$ cat src/verilog/csr_macros.svh
// shared constants for the csr unit, included by every block that decodes csr fields
`ifndef CSR_MACROS_SVH
`define CSR_MACROS_SVH

// machine trap setup addresses
`define CSR_MSTATUS  12'h300
`define CSR_MISA     12'h301
`define CSR_MIE      12'h304
`define CSR_MTVEC    12'h305
// machine trap handling addresses
`define CSR_MSCRATCH 12'h340
`define CSR_MEPC     12'h341
`define CSR_MCAUSE   12'h342
`define CSR_MTVAL    12'h343
`define CSR_MIP      12'h344

// funct3 of the system opcode, bit 2 selects the immediate form
`define OP_CSRRW  3'b001
`define OP_CSRRS  3'b010
`define OP_CSRRC  3'b011
`define OP_CSRRWI 3'b101
`define OP_CSRRSI 3'b110
`define OP_CSRRCI 3'b111

// mcause codes, interrupts then exceptions
`define CAUSE_SW_IRQ         4'd3
`define CAUSE_TIMER_IRQ      4'd7
`define CAUSE_EXT_IRQ        4'd11
`define CAUSE_ILLEGAL        4'd2
`define CAUSE_BREAK          4'd3
`define CAUSE_LOAD_MISALIGN  4'd4
`define CAUSE_STORE_MISALIGN 4'd6
`define CAUSE_ECALL          4'd11

// bit positions inside mstatus, mie and mip
`define BIT_MIE  3
`define BIT_MPIE 7
`define BIT_MPP  11  // low bit of the two-bit mpp field
`define BIT_SIE  3
`define BIT_TIE  7
`define BIT_EIE  11

`define CSR_RESET_MTVEC 32'h0000_0000  // direct mode, base 0
`define CSR_MISA_VALUE  32'h4000_0100  // mxl=1 (rv32), extension i only

`endif

$ cat src/verilog/csr_pkg.sv
// type definitions shared by the csr unit blocks, imported by each module and interface

package csr_pkg;

  // architectural data word
  typedef logic [31:0] xlen_t;

  // csr index carried in the immediate field
  typedef logic [11:0] csr_addr_t;

  // funct3 of a csr instruction
  typedef logic [2:0] csr_op_t;

  // exception code part of mcause
  typedef logic [3:0] cause_code_t;

  // load/store width, low two bits of funct3
  //   00 byte, 01 halfword, 10 word
  typedef logic [1:0] mem_size_t;

endpackage

$ cat src/verilog/csr_ifs.sv
// internal buses of the csr unit: the csr access path and the trap control path
`timescale 1ns/1ps

// csr read/modify/write between the decoder and the register file
interface csr_access_if;
  import csr_pkg::*;

  logic      wr_en;  // one-cycle write strobe
  csr_addr_t addr;   // csr index of the current instruction
  xlen_t     wdata;  // value to store
  xlen_t     rdata;  // current value at addr, combinational

  modport access (
    output wr_en,
    output addr,
    output wdata,
    input  rdata
  );

  modport regs (
    input  wr_en,
    input  addr,
    input  wdata,
    output rdata
  );
endinterface

// trap entry/return requests one way, enable and pending state the other
interface csr_trap_if;
  import csr_pkg::*;

  logic        take;       // trap entered on this edge
  logic        ret;        // mret takes effect on this edge
  logic        cause_irq;  // mcause interrupt bit
  cause_code_t cause;
  logic        tval_wr;    // misaligned access, store tval
  xlen_t       tval;
  logic        mstatus_mie;
  logic        mie_msie;
  logic        mie_mtie;
  logic        mie_meie;
  logic        mip_msip;
  logic        mip_mtip;
  logic        mip_meip;
  xlen_t       mtvec;

  modport ctrl (
    output take, ret, cause_irq, cause, tval_wr, tval,
    input  mstatus_mie, mie_msie, mie_mtie, mie_meie,
    input  mip_msip, mip_mtip, mip_meip, mtvec
  );

  modport regs (
    input  take, ret, cause_irq, cause, tval_wr, tval,
    output mstatus_mie, mie_msie, mie_mtie, mie_meie,
    output mip_msip, mip_mtip, mip_meip, mtvec
  );
endinterface

$ cat src/verilog/csr_access.sv
// csr instruction decode: picks the source operand and forms the new csr value and write strobe
`timescale 1ns/1ps
`include "csr_macros.svh"

module csr_access (
  input  logic               valid,
  input  logic               flush,
  input  csr_pkg::csr_op_t   op,
  input  csr_pkg::csr_addr_t addr,
  input  logic [4:0]         rs1,       // register index, doubles as uimm
  input  csr_pkg::xlen_t     rs1_data,
  csr_access_if.access       bus
);
  import csr_pkg::*;

  xlen_t src;    // operand after register/immediate select
  xlen_t nxt;    // value to be written back
  logic  op_ok;  // funct3 is one of the six csr ops

  // immediate forms carry funct3[2] set, uimm is zero extended
  assign src = op[2] ? {27'b0, rs1} : rs1_data;

  always_comb begin
    op_ok = 1'b1;
    nxt   = bus.rdata;
    case (op)
      `OP_CSRRW,
      `OP_CSRRWI: nxt = src;                 // replace
      `OP_CSRRS,
      `OP_CSRRSI: nxt = bus.rdata | src;     // set bits
      `OP_CSRRC,
      `OP_CSRRCI: nxt = bus.rdata & ~src;    // clear bits
      default: begin
        op_ok = 1'b0;  // 000 and 100 are not csr ops
      end
    endcase
  end

  // a flushed instruction must not touch any csr
  assign bus.wr_en = valid && !flush && op_ok;
  assign bus.addr  = addr;
  assign bus.wdata = nxt;

endmodule

$ cat src/verilog/csr_regfile.sv
// machine-mode csr storage with read mux, software writes and trap entry/return updates
`timescale 1ns/1ps
`include "csr_macros.svh"

module csr_regfile (
  input  logic           clk,
  input  logic           rst,
  input  logic           stall,
  input  csr_pkg::xlen_t pc,
  input  logic           irq_software,
  input  logic           irq_timer,
  input  logic           irq_external,
  output csr_pkg::xlen_t return_addr,
  csr_access_if.regs     bus,
  csr_trap_if.regs       trap
);
  import csr_pkg::*;

  // mstatus, only the interrupt enable pair is writable
  logic        mstatus_mie;
  logic        mstatus_mpie;
  // mie enables
  logic        mie_msie;
  logic        mie_mtie;
  logic        mie_meie;
  xlen_t       mtvec;      // base in [31:2], mode in [1:0]
  xlen_t       mscratch;
  xlen_t       mepc;
  logic        mcause_irq;
  cause_code_t mcause_code;
  xlen_t       mtval;
  // mip, sampled from the pins
  logic        mip_msip;
  logic        mip_mtip;
  logic        mip_meip;

  // per-register write strobes
  logic wr_mstatus;
  logic wr_mie;
  logic wr_mtvec;
  logic wr_mscratch;
  logic wr_mepc;
  logic wr_mcause;
  logic wr_mtval;

  assign wr_mstatus  = bus.wr_en && (bus.addr == `CSR_MSTATUS);
  assign wr_mie      = bus.wr_en && (bus.addr == `CSR_MIE);
  assign wr_mtvec    = bus.wr_en && (bus.addr == `CSR_MTVEC);
  assign wr_mscratch = bus.wr_en && (bus.addr == `CSR_MSCRATCH);
  assign wr_mepc     = bus.wr_en && (bus.addr == `CSR_MEPC);
  assign wr_mcause   = bus.wr_en && (bus.addr == `CSR_MCAUSE);
  assign wr_mtval    = bus.wr_en && (bus.addr == `CSR_MTVAL);

  // read mux, unmapped addresses read zero
  always_comb begin
    bus.rdata = '0;
    case (bus.addr)
      `CSR_MSTATUS: begin
        bus.rdata[`BIT_MIE]              = mstatus_mie;
        bus.rdata[`BIT_MPIE]             = mstatus_mpie;
        bus.rdata[`BIT_MPP+1:`BIT_MPP]   = 2'b11;  // mpp tied to machine
      end
      `CSR_MISA: bus.rdata = `CSR_MISA_VALUE;
      `CSR_MIE: begin
        bus.rdata[`BIT_SIE] = mie_msie;
        bus.rdata[`BIT_TIE] = mie_mtie;
        bus.rdata[`BIT_EIE] = mie_meie;
      end
      `CSR_MTVEC:    bus.rdata = mtvec;
      `CSR_MSCRATCH: bus.rdata = mscratch;
      `CSR_MEPC:     bus.rdata = mepc;
      `CSR_MCAUSE: begin
        bus.rdata[31]  = mcause_irq;
        bus.rdata[3:0] = mcause_code;
      end
      `CSR_MTVAL: bus.rdata = mtval;
      `CSR_MIP: begin
        bus.rdata[`BIT_SIE] = mip_msip;
        bus.rdata[`BIT_TIE] = mip_mtip;
        bus.rdata[`BIT_EIE] = mip_meip;
      end
      default: bus.rdata = '0;
    endcase
  end

  // mstatus: trap entry, then mret, then software
  always_ff @(posedge clk or negedge rst) begin
    if (!rst) begin
      mstatus_mie  <= 1'b0;
      mstatus_mpie <= 1'b0;
    end else if (!stall) begin
      if (trap.take) begin
        mstatus_mpie <= mstatus_mie;
        mstatus_mie  <= 1'b0;  // no nesting inside the handler
      end else if (trap.ret) begin
        mstatus_mie  <= mstatus_mpie;
        mstatus_mpie <= 1'b1;
      end else if (wr_mstatus) begin
        mstatus_mie  <= bus.wdata[`BIT_MIE];
        mstatus_mpie <= bus.wdata[`BIT_MPIE];
      end
    end
  end

  // software-only registers and the pending samples
  always_ff @(posedge clk or negedge rst) begin
    if (!rst) begin
      mie_msie <= 1'b0;
      mie_mtie <= 1'b0;
      mie_meie <= 1'b0;
      mtvec    <= `CSR_RESET_MTVEC;
      mscratch <= '0;
      mip_msip <= 1'b0;
      mip_mtip <= 1'b0;
      mip_meip <= 1'b0;
    end else if (!stall) begin
      if (wr_mie) begin
        mie_msie <= bus.wdata[`BIT_SIE];
        mie_mtie <= bus.wdata[`BIT_TIE];
        mie_meie <= bus.wdata[`BIT_EIE];
      end
      if (wr_mtvec) mtvec <= bus.wdata;
      if (wr_mscratch) mscratch <= bus.wdata;
      mip_msip <= irq_software;  // one edge of latency to pending
      mip_mtip <= irq_timer;
      mip_meip <= irq_external;
    end
  end

  // trap handling registers, the trap update wins over a write
  always_ff @(posedge clk or negedge rst) begin
    if (!rst) begin
      mepc        <= '0;
      mcause_irq  <= 1'b0;
      mcause_code <= '0;
      mtval       <= '0;
    end else if (!stall) begin
      if (trap.take) begin
        mepc        <= pc;
        mcause_irq  <= trap.cause_irq;
        mcause_code <= trap.cause;
      end else begin
        if (wr_mepc) mepc <= {bus.wdata[31:2], 2'b00};  // word aligned only
        if (wr_mcause) begin
          mcause_irq  <= bus.wdata[31];
          mcause_code <= bus.wdata[3:0];
        end
      end
      if (trap.take && trap.tval_wr) mtval <= trap.tval;  // faulting address
      else if (wr_mtval) mtval <= bus.wdata;
    end
  end

  assign return_addr      = mepc;
  assign trap.mstatus_mie = mstatus_mie;
  assign trap.mie_msie    = mie_msie;
  assign trap.mie_mtie    = mie_mtie;
  assign trap.mie_meie    = mie_meie;
  assign trap.mip_msip    = mip_msip;
  assign trap.mip_mtip    = mip_mtip;
  assign trap.mip_meip    = mip_meip;
  assign trap.mtvec       = mtvec;

endmodule

$ cat src/verilog/csr_unit.sv
// top level of the machine-mode csr unit, connects decode, storage and trap control to the pins
`timescale 1ns/1ps

module csr_unit (
  input  logic               clk,
  input  logic               rst,
  input  logic               valid,
  input  logic               stall,
  input  logic               flush,
  input  logic               irq_software,
  input  logic               irq_timer,
  input  logic               irq_external,
  input  logic               illegal_instr,
  input  logic               ecall,
  input  logic               ebreak,
  input  logic               mret,
  input  logic               is_load,
  input  logic               is_store,
  input  csr_pkg::mem_size_t mem_size,
  input  csr_pkg::xlen_t     mem_addr,
  input  csr_pkg::csr_op_t   csr_op,
  input  csr_pkg::csr_addr_t csr_addr,
  input  logic [4:0]         rs1,
  input  csr_pkg::xlen_t     rs1_data,
  input  csr_pkg::xlen_t     pc,
  output csr_pkg::xlen_t     csr_out,
  output logic               trap_taken,
  output logic               trap_return,
  output csr_pkg::xlen_t     trap_addr,
  output csr_pkg::xlen_t     return_addr
);

  csr_access_if acc_if ();
  csr_trap_if   trp_if ();

  csr_access u_access (
    .valid    (valid),
    .flush    (flush),
    .op       (csr_op),
    .addr     (csr_addr),
    .rs1      (rs1),
    .rs1_data (rs1_data),
    .bus      (acc_if.access)
  );

  csr_regfile u_regfile (
    .clk          (clk),
    .rst          (rst),
    .stall        (stall),
    .pc           (pc),
    .irq_software (irq_software),
    .irq_timer    (irq_timer),
    .irq_external (irq_external),
    .return_addr  (return_addr),
    .bus          (acc_if.regs),
    .trap         (trp_if.regs)
  );

  trap_ctrl u_trap (
    .clk           (clk),
    .rst           (rst),
    .valid         (valid),
    .stall         (stall),
    .flush         (flush),
    .illegal_instr (illegal_instr),
    .ecall         (ecall),
    .ebreak        (ebreak),
    .mret          (mret),
    .is_load       (is_load),
    .is_store      (is_store),
    .mem_size      (mem_size),
    .mem_addr      (mem_addr),
    .trap_taken    (trap_taken),
    .trap_return   (trap_return),
    .trap_addr     (trap_addr),
    .trap          (trp_if.ctrl)
  );

  // old csr value, captured on the same edge as the write
  always_ff @(posedge clk or negedge rst) begin
    if (!rst) csr_out <= '0;
    else if (valid && !stall) csr_out <= acc_if.rdata;
  end

endmodule

$ cat src/verilog/trap_ctrl.sv
// trap detection: misaligned accesses, pending interrupts, cause priority and registered trap outputs
`timescale 1ns/1ps
`include "csr_macros.svh"

module trap_ctrl (
  input  logic               clk,
  input  logic               rst,
  input  logic               valid,
  input  logic               stall,
  input  logic               flush,
  input  logic               illegal_instr,
  input  logic               ecall,
  input  logic               ebreak,
  input  logic               mret,
  input  logic               is_load,
  input  logic               is_store,
  input  csr_pkg::mem_size_t mem_size,
  input  csr_pkg::xlen_t     mem_addr,
  output logic               trap_taken,
  output logic               trap_return,
  output csr_pkg::xlen_t     trap_addr,
  csr_trap_if.ctrl           trap
);
  import csr_pkg::*;

  logic  misalign;   // address breaks natural alignment
  logic  load_mis;
  logic  store_mis;
  logic  ext_pend;
  logic  sw_pend;
  logic  tmr_pend;
  logic  irq_any;
  logic  exc_any;
  xlen_t base;
  xlen_t vec_addr;

  always_comb begin
    case (mem_size)
      2'b01:   misalign = mem_addr[0];     // halfword
      2'b10:   misalign = |mem_addr[1:0];  // word
      default: misalign = 1'b0;            // bytes never fault
    endcase
  end

  assign load_mis  = is_load && misalign;
  assign store_mis = is_store && misalign;

  // pending = global enable & local enable & pending bit
  assign ext_pend = trap.mstatus_mie && trap.mie_meie && trap.mip_meip;
  assign sw_pend  = trap.mstatus_mie && trap.mie_msie && trap.mip_msip;
  assign tmr_pend = trap.mstatus_mie && trap.mie_mtie && trap.mip_mtip;
  assign irq_any  = ext_pend || sw_pend || tmr_pend;

  // flush kills exceptions but not interrupts
  assign exc_any = !flush && (illegal_instr || ecall || ebreak || load_mis || store_mis);

  // at most one take per trap, the cycle after is always quiet
  assign trap.take = valid && !trap_taken && (irq_any || exc_any);
  assign trap.ret  = valid && mret && !trap.take;
  assign trap.tval = mem_addr;

  // cause priority, interrupts first
  always_comb begin
    trap.cause_irq = 1'b0;
    trap.cause     = '0;
    trap.tval_wr   = 1'b0;
    if (ext_pend) begin
      trap.cause_irq = 1'b1;
      trap.cause     = `CAUSE_EXT_IRQ;
    end else if (sw_pend) begin
      trap.cause_irq = 1'b1;
      trap.cause     = `CAUSE_SW_IRQ;
    end else if (tmr_pend) begin
      trap.cause_irq = 1'b1;
      trap.cause     = `CAUSE_TIMER_IRQ;
    end else if (illegal_instr) begin
      trap.cause = `CAUSE_ILLEGAL;
    end else if (ecall) begin
      trap.cause = `CAUSE_ECALL;
    end else if (ebreak) begin
      trap.cause = `CAUSE_BREAK;
    end else if (load_mis) begin
      trap.cause   = `CAUSE_LOAD_MISALIGN;
      trap.tval_wr = 1'b1;
    end else if (store_mis) begin
      trap.cause   = `CAUSE_STORE_MISALIGN;
      trap.tval_wr = 1'b1;
    end
  end

  assign base = {trap.mtvec[31:2], 2'b00};
  // vectored mode only offsets interrupts, by 4*cause
  assign vec_addr = (trap.mtvec[1:0] == 2'd1 && trap.cause_irq) ?
                    base + {26'b0, trap.cause, 2'b00} : base;

  always_ff @(posedge clk or negedge rst) begin
    if (!rst) begin
      trap_taken  <= 1'b0;
      trap_return <= 1'b0;
    end else if (!stall) begin
      trap_taken  <= trap.take;  // low on any invalid edge
      trap_return <= trap.ret;
    end
  end

  // target held until the next trap
  always_ff @(posedge clk) begin
    if (!stall && trap.take) trap_addr <= vec_addr;
  end

endmodule
$ cat config.mk
export PLATFORM = sky130hd
export DESIGN_NAME = csr_unit
export DESIGN_NICKNAME = d
export VERILOG_FILES = /design/src/verilog/csr_pkg.sv /design/src/verilog/csr_ifs.sv /design/src/verilog/csr_access.sv /design/src/verilog/csr_regfile.sv /design/src/verilog/csr_unit.sv /design/src/verilog/trap_ctrl.sv
export VERILOG_INCLUDE_DIRS = /design/src /design/src/verilog
export SDC_FILE = /design/constraint.sdc
export NUM_CORES = 1
export LEC_CHECK = 0
export BUFFER_PORTS_ARGS = -buffer_cell sky130_fd_sc_hd__buf_4
export CORE_ASPECT_RATIO = 1.25
export CORE_MARGIN = 4
export CORE_UTILIZATION = 51
export DETAILED_ROUTE_END_ITERATION = 12
export PLACE_DENSITY_LB_ADDON = 0.12
export SLEW_MARGIN = 20
export SYNTH_ARGS = -nofsm -noshare
export SYNTH_HDL_FRONTEND = slang
export SYNTH_HIERARCHICAL = 1
export SYNTH_SLANG_ARGS = --single-unit
$ cat constraint.sdc
create_clock -name clk -period 2.8 [get_ports clk]
set_input_delay 0.42 -clock clk [delete_from_list [all_inputs] [get_ports clk]]
set_output_delay 0.42 -clock clk [all_outputs]
set_load 0.05 [all_outputs]
==> results.cfg <==
[sta]
finalHoldViolations = 0
maxSlewViolCount = 0
fin_skew_ns = 0.01119
rsz0062_at_grt = true
relSlewSlack_pct = 57.58
final.setup.tns_ns = 0
fmax_mhz = 372.8
fin_crit_ns = 2.682
finalSetupViolations = 0
timing.final.crit_share_pct = 95.80
setup_ws_ns = 0.1176
worst_pin_slew_ns = 0.6362

[detailed_routing]
post_drt_wl_per_cell_um = 23.85
ant_nets = 0
drtIter0Drc = 763
detail_route.wirelength_um = 38660
dr.max_layer_used = met4
wl_met1_um = 15520
met2_length_um = 19330
first_pass_iters = 5
wl_met3_um = 2520
post_drt_via_cell_ratio = 6.019
drc = 0
vias = 9756

[job]
max_cap_violations = 0

[synth]
synth_area_um2 = 11950
yosys_warnings = 6
synth_top_area_share_pct = 36.65
synth_edf_count = 30
ys_seq_area_share_pct = 44.19
ys.flop_type = dfrtp_1
synth_cell_types = 69
synthTopCellsByArea = dfrtp_1 37%, mux2_4 7.9%, edfxtp_1 7.5%
yosys.area.top_type = dfrtp_1
syn_area_per_cell_um2 = 11.07
async_reset_ff_share_pct = 85.37
synth_seq_cells = 205
postSynthCellCount = 1079

[cts]
insertion_delay_ns = 0.51
clkSinkCount = 205
cts_tree = done
clockRootBuffer = clkbuf_16
clk_pin_slew_ns = 0.06
h-tree-depth = 1
numCtsBuffers = 23
clk_path_buf_depth = 3

[global_routing]
grt_use_total_pct = 28.94
grt_pass1_wl_um = 59350
grt_max_degree = 61
grt.overflow.total = 0
antenna_found_initial = 0
grt_pass1_vias = 10270

[critical_path]
crit_required_ns = 3.06
critPathKind = reg2reg
critPathCaptureType = flop
arrival_ns = 2.94
path_max_fanout = 9
critPathLaunchType = flop
startpoint = u_regfile/trap.mip_mtip$_DFFE_PN0N_
crit-reg2reg-launch = u_regfile/trap.mip_mtip$_DFFE_PN0N_

[finish]
fillers = 1868
fin_util_pct = 65.34
antenna_cells = 0
drive_gt1_share_pct = 42.46
nets = 1455
syn2layout_area_growth_pct = 25.98
final_area_um2 = 15050

[placed_design]
place_congestion = 0.9032
place_area_um2 = 14230
hpwl_um = 27100
pre_cts_slack_ns = -0.1462
io_buffers = 227

[power]
intPower_mw = 5.594
powerDensity_nw_per_um2 = 525.4
p_sw_mw = 2.315
p_sw_share_pct = 29.27
p_leak_nw = 6.909
sequentialPowerShare_pct = 42.3
irDropWorstVdd_v = 0.0005061
p_clk_share_pct = 38.2
power_frac_comb_pct = 19.5

[die]
rows = 62
die_area_um2 = 25960
ios = 230
die-height_um = 179.1
die_x_um = 144.9
start_util_pct = 51.86
core-area_um2 = 23040

[hold_path]
hold_path.startpoint = pc[1]
min_path_type = in2reg

[run_status]
outcome = finished, final reports clean
## metal layers
metal,vias to the layer above,GRT usage (%)
met2,442,50.63
met1,4842,37.30
li1,4385,-
met3,87,3.995
met5,-,0
met4,0,9.901
## logic make-up (layout without fill, tap and decap cells)
logic type	Yosys count	count (layout)	share of synthesized area (%)
mux	159	159	16.53
other cells	1	2	0.03138
simple gates	290	290	14.18
xor+xnor	54	54	3.958
fa+ha+maj	7	7	0.7958
buf+inv	136	389	7.162
compound gates	227	227	13.15
flops	205	205	44.19
## cells in the mapped netlist, types with 7 or more instances
cell / number
o211ai_1: 13
nand4_1: 15
clkbuf_1: 35
edfxtp_1: 30
nand2b_1: 37
mux2i_1: 41
mux2_2: 55
o21ai_0: 12
nor3_1: 46
o221a_2: 29
nand2_1: 57
xnor2_1: 47
buf_4: 47
mux2_4: 63
nor2b_1: 16
a21oi_1: 95
xor2_1: 7
buf_2: 23
a22oi_1: 41
nor2_1: 31
nand3_1: 18
o22ai_1: 7
and2b_2: 20
inv_1: 12
dfrtp_1: 175
## critical path, cell delays in order, from the launching register on
cell      delay (ns)
dfrtp_1         0.34
a222oi_1        0.09
buf_4           0.16
buf_4           0.16
o22ai_4         0.16
ha_2            0.22
inv_1           0.06
fa_2            0.37
nand2b_1        0.16
a21oi_2         0.12
buf_4           0.16
buf_12          0.13
nand4_1         0.14
xnor2_2         0.17
## sequential cells by signal (all words and copies together), names as in the netlist, 4 cells and up
signal and flops:
csr_out 32, u_regfile/mscratch 32, u_regfile/mtval 32, u_regfile/return_addr 32, u_regfile/trap.mtvec 32, u_trap/trap_addr 30, u_regfile/mcause_code 4
## layout make-up
type                       instances  area, µm²  share of cell area [%]
multi-input combinational        739       5954                   39.56
inverter                          12      45.04                  0.2992
clock inverter                     8      95.09                  0.6317
sequential                       205       5280                   35.08
clock buffer                      34      646.9                   4.297
tap                              288      360.3                   2.394
timing repair buffer             335       2671                   17.75
## power groups by stage
stage | registers, mW | logic [mW] | clock network (mW)
after floorplan | 3.77 | 0.547 | 0
after global placement | 3.39 | 1.51 | 0
after detailed placement | 3.39 | 1.53 | 0
after CTS | 3.34 | 1.54 | 3.07
after global routing | 3.36 | 1.63 | 3.19
final | 3.34 | 1.54 | 3.02
## through the flow
stage,std cells,total power [mW],hold slack (ns)
after floorplan,1080,4.314,0.1244
after global placement,1576,4.907,0.4301
after detailed placement,1576,4.928,0.4310
after CTS,1620,7.950,0.1020
after global routing,1621,8.177,0.1315
final,1621,7.909,0.1242
## worst paths after layout
| check | to | slack (ns) | depth (start not counted) |
|---|---|---|---|
| setup / recovery | u_trap/trap_addr[16]$_DFFE_PP_ | 0.12 | 13 |
| setup reg to reg | u_trap/trap_addr[16]$_DFFE_PP_ | 0.12 | 13 |
| max in group asynchronous | csr_out[9]$_DFFE_PN0P_ | 1.52 | 3 |
| min in group asynchronous | u_regfile/return_addr[1]$_DFFE_PN0P_ | 0.46 | 2 |
| hold reg to reg | u_regfile/mscratch[16]$_DFFE_PN0P_ | 0.51 | 1 |
| hold / removal | u_regfile/return_addr[1]$_DFFE_PN0P_ | 0.12 | 3 |
## timing repair
action | in CTS | in global routing
resized for setup | 3 | 7
endpoints found under the setup margin | 23 | 15
hold endpoints to repair | 56 | 0
gates cloned | 0 | 0
pin swaps | 2 | 0
buffers inserted | 1 | 1
hold buffers | 1 | 0
## cells in the final DEF, fill, tap and decap left out, drive strengths merged, types with 13 or more instances in the layout
| cell | n |
|---|---|
| o211ai | 13 |
| o221a | 30 |
| nand2 | 57 |
| nand4 | 15 |
| nand2b | 37 |
| nor3 | 47 |
| and2b | 20 |
| mux2i | 41 |
| xnor2 | 47 |
| nand3 | 19 |
| inv | 13 |
| clkbuf | 34 |
| buf | 334 |
| a21oi | 95 |
| mux2 | 118 |
| o21ai | 14 |
| edfxtp | 30 |
| a22oi | 41 |
| nor2 | 31 |
| nor2b | 17 |
| dfrtp | 175 |
No activity file was read; power rests on OpenSTA's default activity.
